<file path="config.mk">
export PLATFORM = sky130hd
export DESIGN_NAME = axi_ls_addr_track
export DESIGN_NICKNAME = d
export VERILOG_FILES = /design/src/lsu_pkg.sv /design/src/axi_ls_addr_track.sv
export VERILOG_INCLUDE_DIRS = /design/src /design/src/src
export SDC_FILE = /design/constraint.sdc
export NUM_CORES = 1
export LEC_CHECK = 0
export ABC_CLOCK_PERIOD_IN_PS = 2920
export BUFFER_PORTS_ARGS = -buffer_cell sky130_fd_sc_hd__clkbuf_2
export CAP_MARGIN = 40
export CORE_MARGIN = 2
export CORE_UTILIZATION = 50
export CTS_CLUSTER_SIZE = 40
export DETAILED_ROUTE_END_ITERATION = 12
export GPL_TIMING_DRIVEN = 0
export PLACE_DENSITY_LB_ADDON = 0.2
export SLEW_MARGIN = 40
export SYNTH_ARGS = -nofsm -noshare
export SYNTH_HDL_FRONTEND = slang
export SYNTH_SLANG_ARGS = --single-unit
</file>
<file path="constraint.sdc">
create_clock -name clock -period 2.92 [get_ports clock]
set_input_delay 0.292 -clock clock [delete_from_list [all_inputs] [get_ports clock]]
set_output_delay 0.292 -clock clock [all_outputs]
set_load 0.01 [all_outputs]
</file>
<file path="src/axi_ls_macros.svh">
`ifndef AXI_LS_MACROS_SVH
`define AXI_LS_MACROS_SVH

// bus widths
`define AXI_LS_XLEN         64
`define AXI_LS_ADDR_W       64
`define AXI_LS_ID_W         4
`define AXI_LS_USER_W       1

// on-chip RAM window
`define AXI_LS_RAM_BASE     64'h0000_0000_8000_0000
`define AXI_LS_RAM_WORDS    256             // 64-bit words

// fixed transaction attributes
`define AXI_LS_ID           4'd1
`define AXI_LS_PROT         3'b000          // unprivileged, secure, data
`define AXI_LS_AWCACHE      4'b1111         // write-back, read and write allocate
`define AXI_LS_ARCACHE      4'b0010         // normal, non-cacheable, non-bufferable
`define AXI_LS_BURST_INCR   2'b01
`define AXI_LS_LEN_SINGLE   8'd0            // one beat per burst
`define AXI_LS_SIZE_FULL    3'd3            // log2 of bytes per beat

// byte lanes per beat
`define AXI_LS_STRB_W       (`AXI_LS_XLEN / 8)

`endif

</file>
<file path="src/lsu_pkg.sv">
package lsu_pkg;

    `include "axi_ls_macros.svh"

    typedef logic [`AXI_LS_ADDR_W-1:0] addr_t;
    typedef logic [`AXI_LS_XLEN-1:0]   data_t;
    typedef logic [`AXI_LS_STRB_W-1:0] strb_t;

    // write channel, gray-ordered like the read side
    typedef enum logic [1:0] {
        w_idle    = 2'b00,
        w_aw_wait = 2'b01,
        w_w_wait  = 2'b11,
        w_b_wait  = 2'b10     // also holds the completion level
    } w_state_e;

    typedef enum logic [1:0] {
        r_idle    = 2'b00,
        r_ar_wait = 2'b01,
        r_r_wait  = 2'b11,
        r_done    = 2'b10
    } r_state_e;

endpackage

</file>
<file path="src/axi_ls_addr_track.sv">
module axi_ls_addr_track
    import lsu_pkg::*;
(
    input  logic  clock,
    input  logic  reset,
    input  addr_t addr_i,
    input  logic  load_i,
    output logic  addr_same_o
);

    addr_t addr_q;      // address of the transaction in flight

    always_ff @(posedge clock or negedge reset) begin
        if (!reset) begin
            addr_q <= '0;
        end else if (load_i) begin
            addr_q <= addr_i;
        end
    end

    // live compare, no register stage
    assign addr_same_o = (addr_i == addr_q);

    // the payload is built from the live address, so it must hold
    // for the whole address phase
    assert property (@(posedge clock) disable iff (!reset)
        load_i ##1 load_i |-> $stable(addr_i))
        else $error("request address changed during the address phase");

endmodule

</file>
==> reports/metrics.csv <==
stage,metric,value,unit
setup_path,type of origin of the critical path,flop,
clock_network,setup bufs post-CTS,0,
setup_path,crit path DAT,2.00,ns
floorplanning,die area,6750,um2
synthesis,sequential share of the synthesized area,0.524,
clock_network,Num CTS Buffers,9,
timing,endpoints failing hold,0,
clock_network,H-tree levels,3,
floorplanning,Initial Utilization,0.516,
setup_path,Reg2Reg Depth,1,
floorplanning,die height,82.2,um
setup_path,Crit Path Class,flop to output port,
timing,worst clock skew,0,ns
finish,"commonest non-fill, non-tap cell in the layout",clkbuf_2,
floorplanning,I/O pin cnt,68,
finish,non-filler instance count after layout,378,
placed_design,I/O Buffers,66,
power,leakage,1.70,nW
power,share of power burned in registers,0.491,
setup_path,worst setup path end,addr_same_o,
finish,max reg flops,64,
power,power density of the placed cells,569,nW/um2
setup_path,Worst setup EP type,output port,
synthesis,Yosys reg bits,64,
power,Clock power frac,0.364,
drt,wire length per cell,14.5,um
job,maxcap violations,0,
synthesis,largest cells by area after synthesis,"dfrtp_1 52%, mux2_2 24%, xor2_1 18%",
setup_path,Worst Setup SP,addr_q[40],
clock_network,Root Driver,clkbuf_8,
global_route,largest net degree at the start of global routing,65,
timing,RSZ-0062 raised after global routing,no,
clock_network,CTS tree,built,
synthesis,synthesized area per cell,13.9,um2
finish,area grow syn2layout,21.0,%
timing,worst slew pin tran,0.510,ns
synthesis,post-synth top area cell,dfrtp_1,
placed_design,Final HPWL DP,3.92,mm
clock_network,PostCTS Resize Cnt,0,
global_route,vias in the first global route,1869,
global_route,total gr overflow,0,
clock_network,clock-pin slew on the worst setup and hold paths,0.07,ns
synthesis,Synth cell types,7,
setup_path,R2R setup slack,2.14,ns
finish,Top Registers,addr_q (64),
power,P_int,0.00159,W
drt,initial DRC count,59,
drt,vias post-DR,1889,
synthesis,Cells after Synth,220,
synthesis,Synth top area share,0.524,
synthesis,Mapped Nets,287,
timing,max frequency,436,MHz
finish,share of cells above drive strength 1,0.502,
setup_path,r2r endpoint,addr_q[0],
timing,post-layout min period,2.29,ns
setup_path,Levels on crit path,5,
min_path,Hold Path Class,input pin to flop,
global_route,GRT Total Usage,0.180,
drt,final WL,5.47,mm
timing,Slew Limit Fails,0,
power,switching share of power,0.245,
clock_network,Skew-Pair Late Insertion Delay,0.33,ns
setup_path,crit-path leading delay family,simple AND/OR/NAND/NOR gates,
finish,Antenna diodes,0,
placed_design,placed insts,361,
setup_path,slowest CP cell,nor4_1,
floorplanning,Core ar.,5920,um2
synthesis,Synthesis Warnings,0,
global_route,initial antenna violation count,0,
drt,first drt pass iteration count,4,
setup_path,Buf/Inv on CP,1,
setup_path,Required @ worst endpoint,2.63,ns
global_route,first-pass GRT wire length,8.58,mm
run_status,status,"complete, no violations",
finish,Final #Nets,365,
floorplanning,Die X,82.2,um
drt,antenna-violating nets left,0,
clock_network,CTS hold repair buffers,1,
power,VDD IR max,0.354,mV
setup_path,maximum fanout along the worst path,2,
timing,Worst slew margin,0.660,
finish,"Most flops, register",addr_q,
power,switching power,0.000515,W
setup_path,"Largest stage delay, worst path",0.46,ns
timing,setup TNS,0,ns
placed_design,Placer Congestion,0.720,
power,Tot Pwr,0.00210,W
power,logic gate share of total power,0.145,
setup_path,crit-path cells,"xor2_1, nor4_1, nand4_1, nor4_2, clkbuf_2",
timing,fin crit share,0.785,
synthesis,Synth Cell Area,3060,um2
finish,"commonest cells after routing, fill and taps aside","65 x clkbuf_2, 64 x xor2_1, 64 x mux2_2, 64 x dfrtp_1, 16 x nor4_1",
timing,setup violators final,0,
drt,via-per-instance ratio,5.00,
setup_path,worst r2r src,addr_q[0],
clock_network,clk buf depth,2,
drt,DRC viols,0,
floorplanning,Rows,28,
clock_network,clock sinks,64,
==> cell usage after synthesis <==
cell type  instances
mux2_2            64
xor2_1            64
buf_2              7
nor4_1            16
nand4_1            4
dfrtp_1           64
nor4_2             1
==> stage by stage <==
step / hold slack (ns) / setup WS [ns] / area, um2 / utilization
finish: 0.210 / 0.627 / 3700 / 0.624
global route: 0.189 / 0.558 / 3700 / 0.624
global placement: 0.509 / 1.04 / 3480 / 0.588
floorplan: -0.00359 / 1.35 / 3060 / -
detailed placement: 0.320 / 1.03 / 3490 / 0.589
CTS: 0.196 / 0.654 / 3700 / 0.624
==> cells by family after synthesis <==
logic type                synth area share
muxes                                0.236
and+or+nand+nor                     0.0450
xor gates and xnor gates             0.183
DFF                                  0.524
buffers and inverters               0.0115
==> worst min-delay path by stage <==
stage               start    endpoint  slack (ns)  cells past startpoint
6_report       addr_i[48]  addr_q[48]        0.21                      2
5_1_grt        addr_i[15]  addr_q[15]        0.19                      2
4_1_cts        addr_i[23]  addr_q[23]        0.20                      2
3_5_place_dp        reset  addr_q[49]        0.32                      1
3_3_place_gp   addr_q[50]  addr_q[50]        0.51                      1
2_1_floorplan       reset   addr_q[0]      -0.004                      0
==> per-layer routing <==
metal / track usage / wire length (um) / up-vias
li1: - / - / 927
met1: 0.228 / 2530 / 904
met2: 0.280 / 2500 / 50
met3: 0.0717 / 365 / 8
met4: 0.0650 / 76 / 0
met5: 0 / 0 / -
==> layout make-up <==
cell class | count | area (um2)
well taps | 75 | 93.8
fillers | 509 | 2220
clock buffers | 13 | 159
clock inverters | 3 | 40.0
repair buffers | 67 | 349
plain buffers | 7 | 35.0
multi-input cells | 149 | 1420
flip-flops and latches | 64 | 1600
==> power by group through the flow <==
stage	registers [W]	clock network, W	logic, W
5_1_grt	0.00104	0.000824	0.000341
4_1_cts	0.00103	0.000783	0.000313
3_5_place_dp	0.00105	0	0.000310
2_1_floorplan	0.00104	0	0.000198
6_report	0.00103	0.000766	0.000306
3_3_place_gp	0.00104	0	0.000301
Power figures use the tool's default switching activity.
