[src/axi_ls_macros.svh]
`ifndef AXI_LS_MACROS_SVH
`define AXI_LS_MACROS_SVH

// bus widths
`define AXI_LS_XLEN         64
`define AXI_LS_ADDR_W       64
`define AXI_LS_ID_W         4
`define AXI_LS_USER_W       1

// on-chip RAM window
`define AXI_LS_RAM_BASE     64'h0000_0000_8000_0000
`define AXI_LS_RAM_WORDS    256             // 64-bit words

// fixed transaction attributes
`define AXI_LS_ID           4'd1
`define AXI_LS_PROT         3'b000          // unprivileged, secure, data
`define AXI_LS_AWCACHE      4'b1111         // write-back, read and write allocate
`define AXI_LS_ARCACHE      4'b0010         // normal, non-cacheable, non-bufferable
`define AXI_LS_BURST_INCR   2'b01
`define AXI_LS_LEN_SINGLE   8'd0            // one beat per burst
`define AXI_LS_SIZE_FULL    3'd3            // log2 of bytes per beat

// byte lanes per beat
`define AXI_LS_STRB_W       (`AXI_LS_XLEN / 8)

`endif

[src/lsu_pkg.sv]
package lsu_pkg;

    `include "axi_ls_macros.svh"

    typedef logic [`AXI_LS_ADDR_W-1:0] addr_t;
    typedef logic [`AXI_LS_XLEN-1:0]   data_t;
    typedef logic [`AXI_LS_STRB_W-1:0] strb_t;

    // write channel, gray-ordered like the read side
    typedef enum logic [1:0] {
        w_idle    = 2'b00,
        w_aw_wait = 2'b01,
        w_w_wait  = 2'b11,
        w_b_wait  = 2'b10     // also holds the completion level
    } w_state_e;

    typedef enum logic [1:0] {
        r_idle    = 2'b00,
        r_ar_wait = 2'b01,
        r_r_wait  = 2'b11,
        r_done    = 2'b10
    } r_state_e;

endpackage

[src/axi_ls_ctrl.sv]
module axi_ls_ctrl
    import lsu_pkg::*;
(
    input  logic clock,
    input  logic reset,
    input  logic wr_valid_i,
    input  logic rw_valid_i,
    input  logic addr_same_i,
    input  logic aw_ready_i,
    input  logic w_ready_i,
    input  logic b_valid_i,
    input  logic ar_ready_i,
    input  logic r_valid_i,
    output logic aw_valid_o,
    output logic w_valid_o,
    output logic b_ready_o,
    output logic ar_valid_o,
    output logic r_ready_o,
    output logic addr_load_o,
    output logic rdata_capture_o,
    output logic rdata_release_o,
    output logic wr_ok_o,
    output logic rd_done_o
);

    w_state_e w_state;
    w_state_e w_next;
    r_state_e r_state;
    r_state_e r_next;
    logic     wr_done;      // b seen for the current address
    logic     b_fire;
    logic     r_fire;

    assign b_fire = b_valid_i & b_ready_o;
    assign r_fire = r_valid_i & r_ready_o;

    always_ff @(posedge clock or negedge reset) begin
        if (!reset) begin
            w_state <= w_idle;
            r_state <= r_idle;
        end else begin
            w_state <= w_next;
            r_state <= r_next;
        end
    end

    // write channel
    always_comb begin
        w_next = w_state;
        case (w_state)
            w_idle:    if (wr_valid_i) w_next = w_aw_wait;
            w_aw_wait: if (aw_ready_i) w_next = w_w_wait;
            w_w_wait:  if (w_ready_i)  w_next = w_b_wait;
            w_b_wait: begin
                // response must land before we follow the request again
                if (wr_done && !wr_valid_i) begin
                    w_next = w_idle;
                end else if (wr_done && !addr_same_i) begin
                    w_next = w_aw_wait;
                end
            end
            default:   w_next = w_idle;
        endcase
    end

    always_ff @(posedge clock or negedge reset) begin
        if (!reset) begin
            wr_done <= 1'b0;
        end else if (w_next != w_b_wait) begin
            wr_done <= 1'b0;
        end else if (b_fire) begin
            wr_done <= 1'b1;
        end
    end

    // read channel
    always_comb begin
        r_next = r_state;
        case (r_state)
            r_idle:    if (rw_valid_i) r_next = r_ar_wait;
            r_ar_wait: if (ar_ready_i) r_next = r_r_wait;
            r_r_wait:  if (r_valid_i)  r_next = r_done;
            r_done: begin
                if (!rw_valid_i) begin
                    r_next = r_idle;
                end else if (!addr_same_i) begin
                    r_next = r_ar_wait;    // new address while held
                end
            end
            default:   r_next = r_idle;
        endcase
    end

    assign aw_valid_o = (w_state == w_aw_wait);
    assign w_valid_o  = (w_state == w_w_wait);
    assign b_ready_o  = (w_state == w_b_wait) && !wr_done;
    assign ar_valid_o = (r_state == r_ar_wait);
    assign r_ready_o  = (r_state == r_r_wait);

    assign addr_load_o     = aw_valid_o | ar_valid_o;
    assign rdata_capture_o = r_fire;
    assign rdata_release_o = (r_state == r_done) && (r_next != r_done);

    // completion levels fall at once on an address change
    assign wr_ok_o   = (w_state == w_b_wait) && wr_done && addr_same_i;
    assign rd_done_o = (r_state == r_done) && addr_same_i;

    assert property (@(posedge clock) disable iff (!reset) !(wr_valid_i && rw_valid_i))
        else $error("read and write requests active together");

    // the address register reloads every wait cycle, so addr_same_i shows a held address
    assert property (@(posedge clock) disable iff (!reset)
        aw_valid_o && !aw_ready_i |=> aw_valid_o && addr_same_i)
        else $error("aw_valid or its address dropped before aw_ready");

    assert property (@(posedge clock) disable iff (!reset)
        ar_valid_o && !ar_ready_i |=> ar_valid_o && addr_same_i)
        else $error("ar_valid or its address dropped before ar_ready");

endmodule

[config.mk]
export PLATFORM = sky130hd
export DESIGN_NAME = axi_ls_ctrl
export DESIGN_NICKNAME = d
export VERILOG_FILES = /design/src/lsu_pkg.sv /design/src/axi_ls_ctrl.sv
export VERILOG_INCLUDE_DIRS = /design/src /design/src/src
export SDC_FILE = /design/constraint.sdc
export NUM_CORES = 1
export LEC_CHECK = 0
export ABC_CLOCK_PERIOD_IN_PS = 1400
export BUFFER_PORTS_ARGS = -buffer_cell sky130_fd_sc_hd__buf_2
export CORE_AREA = 2 2 39 41
export CTS_CLUSTER_DIAMETER = 150
export DETAILED_ROUTE_END_ITERATION = 10
export DIE_AREA = 0 0 41 43
export PLACE_DENSITY = 0.6
export RECOVER_POWER = 25
export SYNTH_ARGS = -nofsm -noshare
export SYNTH_HDL_FRONTEND = slang
export SYNTH_SLANG_ARGS = --single-unit
[constraint.sdc]
create_clock -name clock -period 1.4 [get_ports clock]
set_input_delay 0.14 -clock clock [delete_from_list [all_inputs] [get_ports clock]]
set_output_delay 0.14 -clock clock [all_outputs]
set_load 0.01 [all_outputs]
==> qor.yml <==
status: "completed"
portBuffers: 19
rows: 14
finalPower_mw: 1.00
worst_slack_ns: 0.0781
postSynthCellCount: 33
dp.final_hpwl_um: 561
drtPass1Iterations: 2
grt_max_degree: 9
cp.arrival_ns: 1.18
worstSkewPairLatency_ns: 0.23
die_height_um: 43
power_density_nw_per_um2: 2160
die_area_um2: 1760
ir_drop_mv: 0.585
synth.avg_cell_area_um2: 9.40
wl_um: 661
nets: 68
start_util: 0.224
die_w_um: 41
num_vias: 317
cts-buffers-inserted: 3
grt_pass1_vias: 299
fin_util: 0.335
hp-class: "in -> reg"
clk_path_buf_depth: 2
max_cap_viol_count: 0
finalCritPeriodShare: 0.944
hold_ws_ns: 0.177
via_per_inst: 4.34
grt_first_pass_wirelength_um: 1120
cts_tree: "built"
hold_viol: 0
io-pin-count: 20
layout_commonest_cell: "buf_2"
yosysWarnings: 0
overflow: 0
dp.cells: 68
drive_gt1_frac: 0.509
final_cell_mix: "18 x buf_2, 5 x a21oi_1, 4 x nor2_1, 4 x dfrtp_1"
period_needed_ns: 1.32
synth_cell_types: 17
maxSlewHeadroom: 0.828
gp_congestion: 0.672
drt_iter0_drc: 4
max_freq_mhz: 756
dp_slack_ns: 0.206
insertedDiodeCount: 0
track_usage: 0.102
coreArea_um2: 1380
worstMarginPinSlew_ns: 0.258
synthesis.area_um2: 310
final.setup.tns_ns: 0
dpl_cell_area_um2: 425
cts-root-buf: "clkbuf_4"
worstPathMaxFanout: 6
route.antenna.remaining_nets: 0
ys_seq_elements: 5
drcViolationCount: 0
postLayoutCellArea_um2: 464
critical_path_class: "reg -> out"
areaGrowthSynthToFinish_pct: 49.6
p_leak_nw: 0.244
ys_seq_area_frac: 0.403
critPathLaunchType: "flop"
routedWlPerCell_um: 9.05
stdcell_count: 73
setup_violations: 0
synth_nets: 43
rsz0062_at_grt: "no"
finalMaxSlewViolations: 0
antenna_found_initial: 0
clk_pin_slew_ns: 0.04
h-tree-depth: 1
fin_skew_ns: 0.00153
cp-end-kind: "primary output"
cp.required_ns: 1.26
clock_sinks: 5
[flip-flops by register name, indices dropped and copies added (netlist names)]
signal / cells
r_state: 2
w_state: 2
wr_done: 1
[final timing paths]
kind                             from          to  slack, ns  cells past startpoint
min in group asynchronous       reset  r_state[1]       0.29                      2
max reg2reg                w_state[0]     wr_done       0.20                      3
min                        rw_valid_i  r_state[0]       0.18                      3
min reg2reg                   wr_done  w_state[1]       0.55                      1
max in group asynchronous       reset  w_state[1]       0.89                      2
max                        w_state[1]     wr_ok_o       0.08                      3
[logic make-up after synthesis]
kind of cell           Yosys count  share of synthesized area
multiplexers                     1                     0.0363
AO/OA/AOI/OAI                    8                      0.190
buffers and inverters            2                     0.0242
flip-flops                       5                      0.403
AND/OR/NAND/NOR                 17                      0.347
[Yosys cell counts, drive strengths merged]
cell type	instances	area (µm²)
a21oi	5	25.0
a31oi	2	27.5
and2	2	12.5
and2b	1	8.76
and3	4	26.3
dfrtp	5	125
inv	2	7.51
mux2	1	11.3
nand2	2	7.51
nor2	4	15.0
nor2b	1	6.26
nor3b	1	12.5
o22ai	1	6.26
or2b	1	7.51
or3b	1	11.3
[report_power, final]
part / switching, mW / total (mW) / internal [mW]
registers: 0.107 / 0.327 / 0.220
clock network: 0.0532 / 0.161 / 0.107
logic: 0.244 / 0.516 / 0.272
[repair_timing]
item | 4_1_cts | 5_1_grt
endpoints found under the setup margin | 0 | 2
endpoints found under the hold margin | 5 | 0
hold buffers | 1 | 0
gates resized for setup | 0 | 2
buffers inserted | 0 | 0
[routing by layer]
metal	global-route usage	up-vias	routed length (µm)
met5	0	-	0
met4	0.0800	0	0
met3	0.0628	0	41
met2	0.159	8	372
met1	0.0858	145	247
li1	-	164	-
[area by class of cell]
type                            instances  area [µm²]
Sequential cell                         5         126
Tap cell                               16        20.0
Multi-Input combinational cell         26         180
Clock buffer                            4        26.3
Timing Repair Buffer                   20         104
Fill cell                             149         920
Inverter                                2        7.51
[worst max-delay path, stage by stage, from the launching register on]
cell and delay [ns]:
dfrtp_2 0.44, nor2b_2 0.18, and3_2 0.20, buf_2 0.13
(Power assumes the default switching activity.)
