--- config.mk ---
export PLATFORM = sky130hd
export DESIGN_NAME = axi_ls_rdata
export DESIGN_NICKNAME = d
export VERILOG_FILES = /design/src/axi_pkg.sv /design/src/lsu_pkg.sv /design/src/axi_ls_rdata.sv
export VERILOG_INCLUDE_DIRS = /design/src /design/src/src
export SDC_FILE = /design/constraint.sdc
export NUM_CORES = 1
export LEC_CHECK = 0
export BUFFER_PORTS_ARGS = -buffer_cell sky130_fd_sc_hd__buf_4
export CORE_ASPECT_RATIO = 0.8
export CORE_MARGIN = 1
export CORE_UTILIZATION = 43
export DETAILED_ROUTE_END_ITERATION = 16
export PLACE_DENSITY = 0.78
export SLEW_MARGIN = 20
export SYNTH_ARGS = -nofsm -noshare
export SYNTH_HDL_FRONTEND = slang
export SYNTH_SLANG_ARGS = --single-unit
--- constraint.sdc ---
create_clock -name clock -period 1.24 [get_ports clock]
set_input_delay 0 -clock clock [delete_from_list [all_inputs] [get_ports clock]]
set_output_delay 0 -clock clock [all_outputs]
set_load 0.01 [all_outputs]
--- src/axi_ls_macros.svh ---
`ifndef AXI_LS_MACROS_SVH
`define AXI_LS_MACROS_SVH

// bus widths
`define AXI_LS_XLEN         64
`define AXI_LS_ADDR_W       64
`define AXI_LS_ID_W         4
`define AXI_LS_USER_W       1

// on-chip RAM window
`define AXI_LS_RAM_BASE     64'h0000_0000_8000_0000
`define AXI_LS_RAM_WORDS    256             // 64-bit words

// fixed transaction attributes
`define AXI_LS_ID           4'd1
`define AXI_LS_PROT         3'b000          // unprivileged, secure, data
`define AXI_LS_AWCACHE      4'b1111         // write-back, read and write allocate
`define AXI_LS_ARCACHE      4'b0010         // normal, non-cacheable, non-bufferable
`define AXI_LS_BURST_INCR   2'b01
`define AXI_LS_LEN_SINGLE   8'd0            // one beat per burst
`define AXI_LS_SIZE_FULL    3'd3            // log2 of bytes per beat

// byte lanes per beat
`define AXI_LS_STRB_W       (`AXI_LS_XLEN / 8)

`endif

--- src/axi_pkg.sv ---
package axi_pkg;

    `include "axi_ls_macros.svh"

    typedef logic [1:0] resp_t;

    localparam resp_t RESP_OKAY   = 2'b00;
    localparam resp_t RESP_SLVERR = 2'b10;

    // shared by aw and ar
    typedef struct packed {
        logic [`AXI_LS_ADDR_W-1:0] addr;
        logic [2:0]                prot;
        logic [`AXI_LS_ID_W-1:0]   id;
        logic [`AXI_LS_USER_W-1:0] user;
        logic [7:0]                len;
        logic [2:0]                size;
        logic [1:0]                burst;
        logic                      lock;
        logic [3:0]                cache;
        logic [3:0]                qos;
        logic [3:0]                region;
    } axi_ax_t;

    typedef struct packed {
        logic [`AXI_LS_XLEN-1:0]   data;
        logic [`AXI_LS_STRB_W-1:0] strb;
        logic                      last;
        logic [`AXI_LS_USER_W-1:0] user;
    } axi_w_t;

    typedef struct packed {
        resp_t                     resp;
        logic [`AXI_LS_ID_W-1:0]   id;
        logic [`AXI_LS_USER_W-1:0] user;
    } axi_b_t;

    typedef struct packed {
        logic [`AXI_LS_XLEN-1:0]   data;
        resp_t                     resp;
        logic                      last;
        logic [`AXI_LS_ID_W-1:0]   id;
        logic [`AXI_LS_USER_W-1:0] user;
    } axi_r_t;

endpackage

--- src/lsu_pkg.sv ---
package lsu_pkg;

    `include "axi_ls_macros.svh"

    typedef logic [`AXI_LS_ADDR_W-1:0] addr_t;
    typedef logic [`AXI_LS_XLEN-1:0]   data_t;
    typedef logic [`AXI_LS_STRB_W-1:0] strb_t;

    // write channel, gray-ordered like the read side
    typedef enum logic [1:0] {
        w_idle    = 2'b00,
        w_aw_wait = 2'b01,
        w_w_wait  = 2'b11,
        w_b_wait  = 2'b10     // also holds the completion level
    } w_state_e;

    typedef enum logic [1:0] {
        r_idle    = 2'b00,
        r_ar_wait = 2'b01,
        r_r_wait  = 2'b11,
        r_done    = 2'b10
    } r_state_e;

endpackage

--- src/axi_ls_rdata.sv ---
module axi_ls_rdata
    import axi_pkg::*;
    import lsu_pkg::*;
(
    input  logic   clock,
    input  logic   reset,
    input  axi_r_t r_i,
    input  logic   capture_i,
    input  logic   release_i,
    input  logic   done_i,
    output data_t  data_o,
    output logic   ready_o
);

    data_t data_q;
    logic  valid_q;

    always_ff @(posedge clock) begin
        if (capture_i) begin
            data_q <= r_i.data;
        end
    end

    always_ff @(posedge clock or negedge reset) begin
        if (!reset) begin
            valid_q <= 1'b0;
        end else if (capture_i) begin
            valid_q <= 1'b1;
        end else if (release_i) begin
            valid_q <= 1'b0;
        end
    end

    // zero unless the read is complete for the held address
    assign ready_o = done_i & valid_q;
    assign data_o  = ready_o ? data_q : '0;

endmodule

==> results.yml <==
status:
  outcome: "complete, but fails checks"
  violations: "setup timing"
placed_design:
  dp_hpwl_um: 3580
  pre_cts_ws_ps: 239
  gp_congestion: 0.660
  io_buffers: 133
worst_hold_path:
  hold_depth: 1
  holdCritPathClass: "in2reg"
  holdPathEnd: "data_q[62]"
  min_from: "capture_i"
routing:
  viasPerCell: 4.78
  drt_wl_total_um: 6840
  wire_per_inst_um: 15.9
  vias: 2054
  drt-initial-drc-count: 130
  drtAntennaViolNets: 0
  firstDrtPassIters: 4
  remaining_drc_errors: 0
die:
  die_area_um2: 6170
  die_h_um: 70.5
  ios: 142
  dieWidth_um: 87.6
  floorplan.initialDensity: 0.453
  coreArea_um2: 5560
  core.rowCount: 24
final_layout:
  final_common_cell: "buf_4"
  nets: 424
  drive_gt1_frac: 0.426
  fin_util: 0.791
  n_antenna_cell: 0
  seq_area_um2: 1950
  multi_input_area_um2: 419
  areaGrowthSynthToFinish_pct: 74.4
  final_cell_mix: "buf_4 (132), dlygate4sd3_1 (67), edfxtp_1 (64)"
  num-fill-cells: 311
timing:
  hold_viol_final: 0
  rsz0062_at_grt: "yes"
  min_period_ps: 1280
  worst_slew_pin_slew_ps: 535
  slew_violations: 0
  period_share: 1.03
  finalSetupViolations: 48
  worst_slack_ps: -40.5
  fin_skew_ps: 0
  relSlewSlack: 0.644
  fmax_ghz: 0.781
pwr:
  seqPwrFrac: 0.518
  combPwrFrac: 0.166
  p_leak_nw: 2.07
  ir_worst_vdd_v: 0.000816
  p_sw_frac: 0.213
  pwr_density_cell_nw_per_um2: 1160
  p_switching_mw: 1.09
  clkPwrFrac: 0.316
  p_int_mw: 4.01
synth:
  syn-num-nets: 223
  synth-seq-area-share: 0.773
  yosys-top-cells-area: "edfxtp_1 (76%), and3_1 (16%), buf_6 (3.1%)"
  syn_inst: 146
  yosysTopAreaCell: "edfxtp_1"
  yosys_register_bits: 65
  yosysWarnings: 0
  synth.distinct_cells: 10
  synth.top_cell.area_share: 0.763
  syn-cell-area_um2: 2520
  syn_avg_cell_area_um2: 17.3
global_routing:
  grt_max_degree: 66
  grt_pass1_wl_um: 10500
  grt-ovfl-total: 0
  antenna_found_initial: 0
  grt_pass1_vias: 2208
  track_usage: 0.234
cts:
  path_clk_slew_ps: 70
  cts_root_buffer: "clkbuf_8"
  insertion_delay_ps: 330
  cts_tree: "yes"
  cts_made_buffers: 9
  cts_max_level: 3
  cts_buffer_depth: 2
  clock_sinks: 65
worst_setup_path:
  end_kind: "primary output"
  cp_max_fo: 45
  crit_type: "reg2out"
  slowest_delay_ps: 400
  r2r_slack_ps: 340
  crit-reg2reg-launch: "valid_q"
  path_cells: "buf_12, and3_1, buf_4"
  cp_slowest_cell: "dfrtp_1"
  cp.arrival_ps: 1280
  crit_family: "flip-flops"
  r2r_cells: 2
  critical_path_required_ps: 1240
  rr_endpoint: "valid_q"
  critPathBufInv: 2
  cp-start-kind: "register"
job:
  drv_cap: 0
-- state kept, by name, indices dropped and copies added, names as in the netlist --
name and flops:
data_q 64, valid_q 1
-- cells by family after synthesis --
family / count (synthesis) / synth area share
AO/OA/AOI/OAI: 1 / 0.00298
buffers and inverters: 15 / 0.0626
flip-flops: 65 / 0.773
AND/OR/NAND/NOR: 65 / 0.161
-- how the worst max path moves through the flow --
stage | cells past startpoint | startpoint | to
floorplan | 3 | valid_q | data_o[15]
global placement | 3 | valid_q | data_o[5]
detailed placement | 3 | valid_q | data_o[41]
CTS | 3 | valid_q | data_o[46]
global route | 3 | valid_q | data_o[59]
finish | 3 | valid_q | data_o[59]
-- cell usage after synthesis --
cell       n
a21o_1     1
and2_1     1
and3_1    64
buf_2      2
buf_6      7
buf_8      4
clkbuf_2   1
dfrtp_1    1
edfxtp_1  64
inv_1      1
-- layout make-up --
| type | instances | area share |
|---|---|---|
| repair buffers | 204 | 0.397 |
| well taps | 78 | 0.0222 |
| inverters | 1 | 0.000855 |
| clock buffers | 16 | 0.0410 |
| flip-flops and latches | 65 | 0.443 |
| multi-input cells | 66 | 0.0954 |
-- repair_timing --
item / CTS / global route
hold buffers: 67 / 0
setup endpoints to repair: 47 / 65
gates resized for setup: 6 / 0
setup buffers: 0 / 0
hold endpoints to repair: 66 / 0
-- layer usage --
| layer | track usage | vias up | share of wire |
|---|---|---|---|
| li1 | - | 957 | - |
| met1 | 0.237 | 983 | 0.38 |
| met2 | 0.423 | 100 | 0.52 |
| met3 | 0.0922 | 14 | 0.084 |
| met4 | 0.0984 | 0 | 0.020 |
| met5 | 0 | - | 0 |
-- stage by stage --
stage / hold WS (ps) / setup TNS (ps) / std cells / area [um2] / power (mW)
2_1_floorplan: -296 / 0 / 146 / 2520 / 2.93
3_3_place_gp: -224 / 0 / 347 / 3520 / 3.31
3_5_place_dp: -224 / 0 / 347 / 3520 / 3.33
4_1_cts: 61.7 / -1060 / 430 / 4390 / 5.12
5_1_grt: 63.0 / -3930 / 430 / 4390 / 5.29
6_report: 75.8 / -768 / 430 / 4390 / 5.10
-- power groups by stage --
stage | Combinational [mW] | Clock, mW | Sequential [mW]
after CTS | 0.830 | 1.65 | 2.64
after detailed placement | 0.645 | 0 | 2.68
final | 0.846 | 1.61 | 2.64
after global placement | 0.633 | 0 | 2.68
after floorplan | 0.256 | 0 | 2.67
after global routing | 0.904 | 1.72 | 2.66
-- worst reg2reg max path: stages (launching register included) --
cell     delay [ps]
dfrtp_1         420
buf_12          190
a21o_1          190
Power figures use the tool's default switching activity.
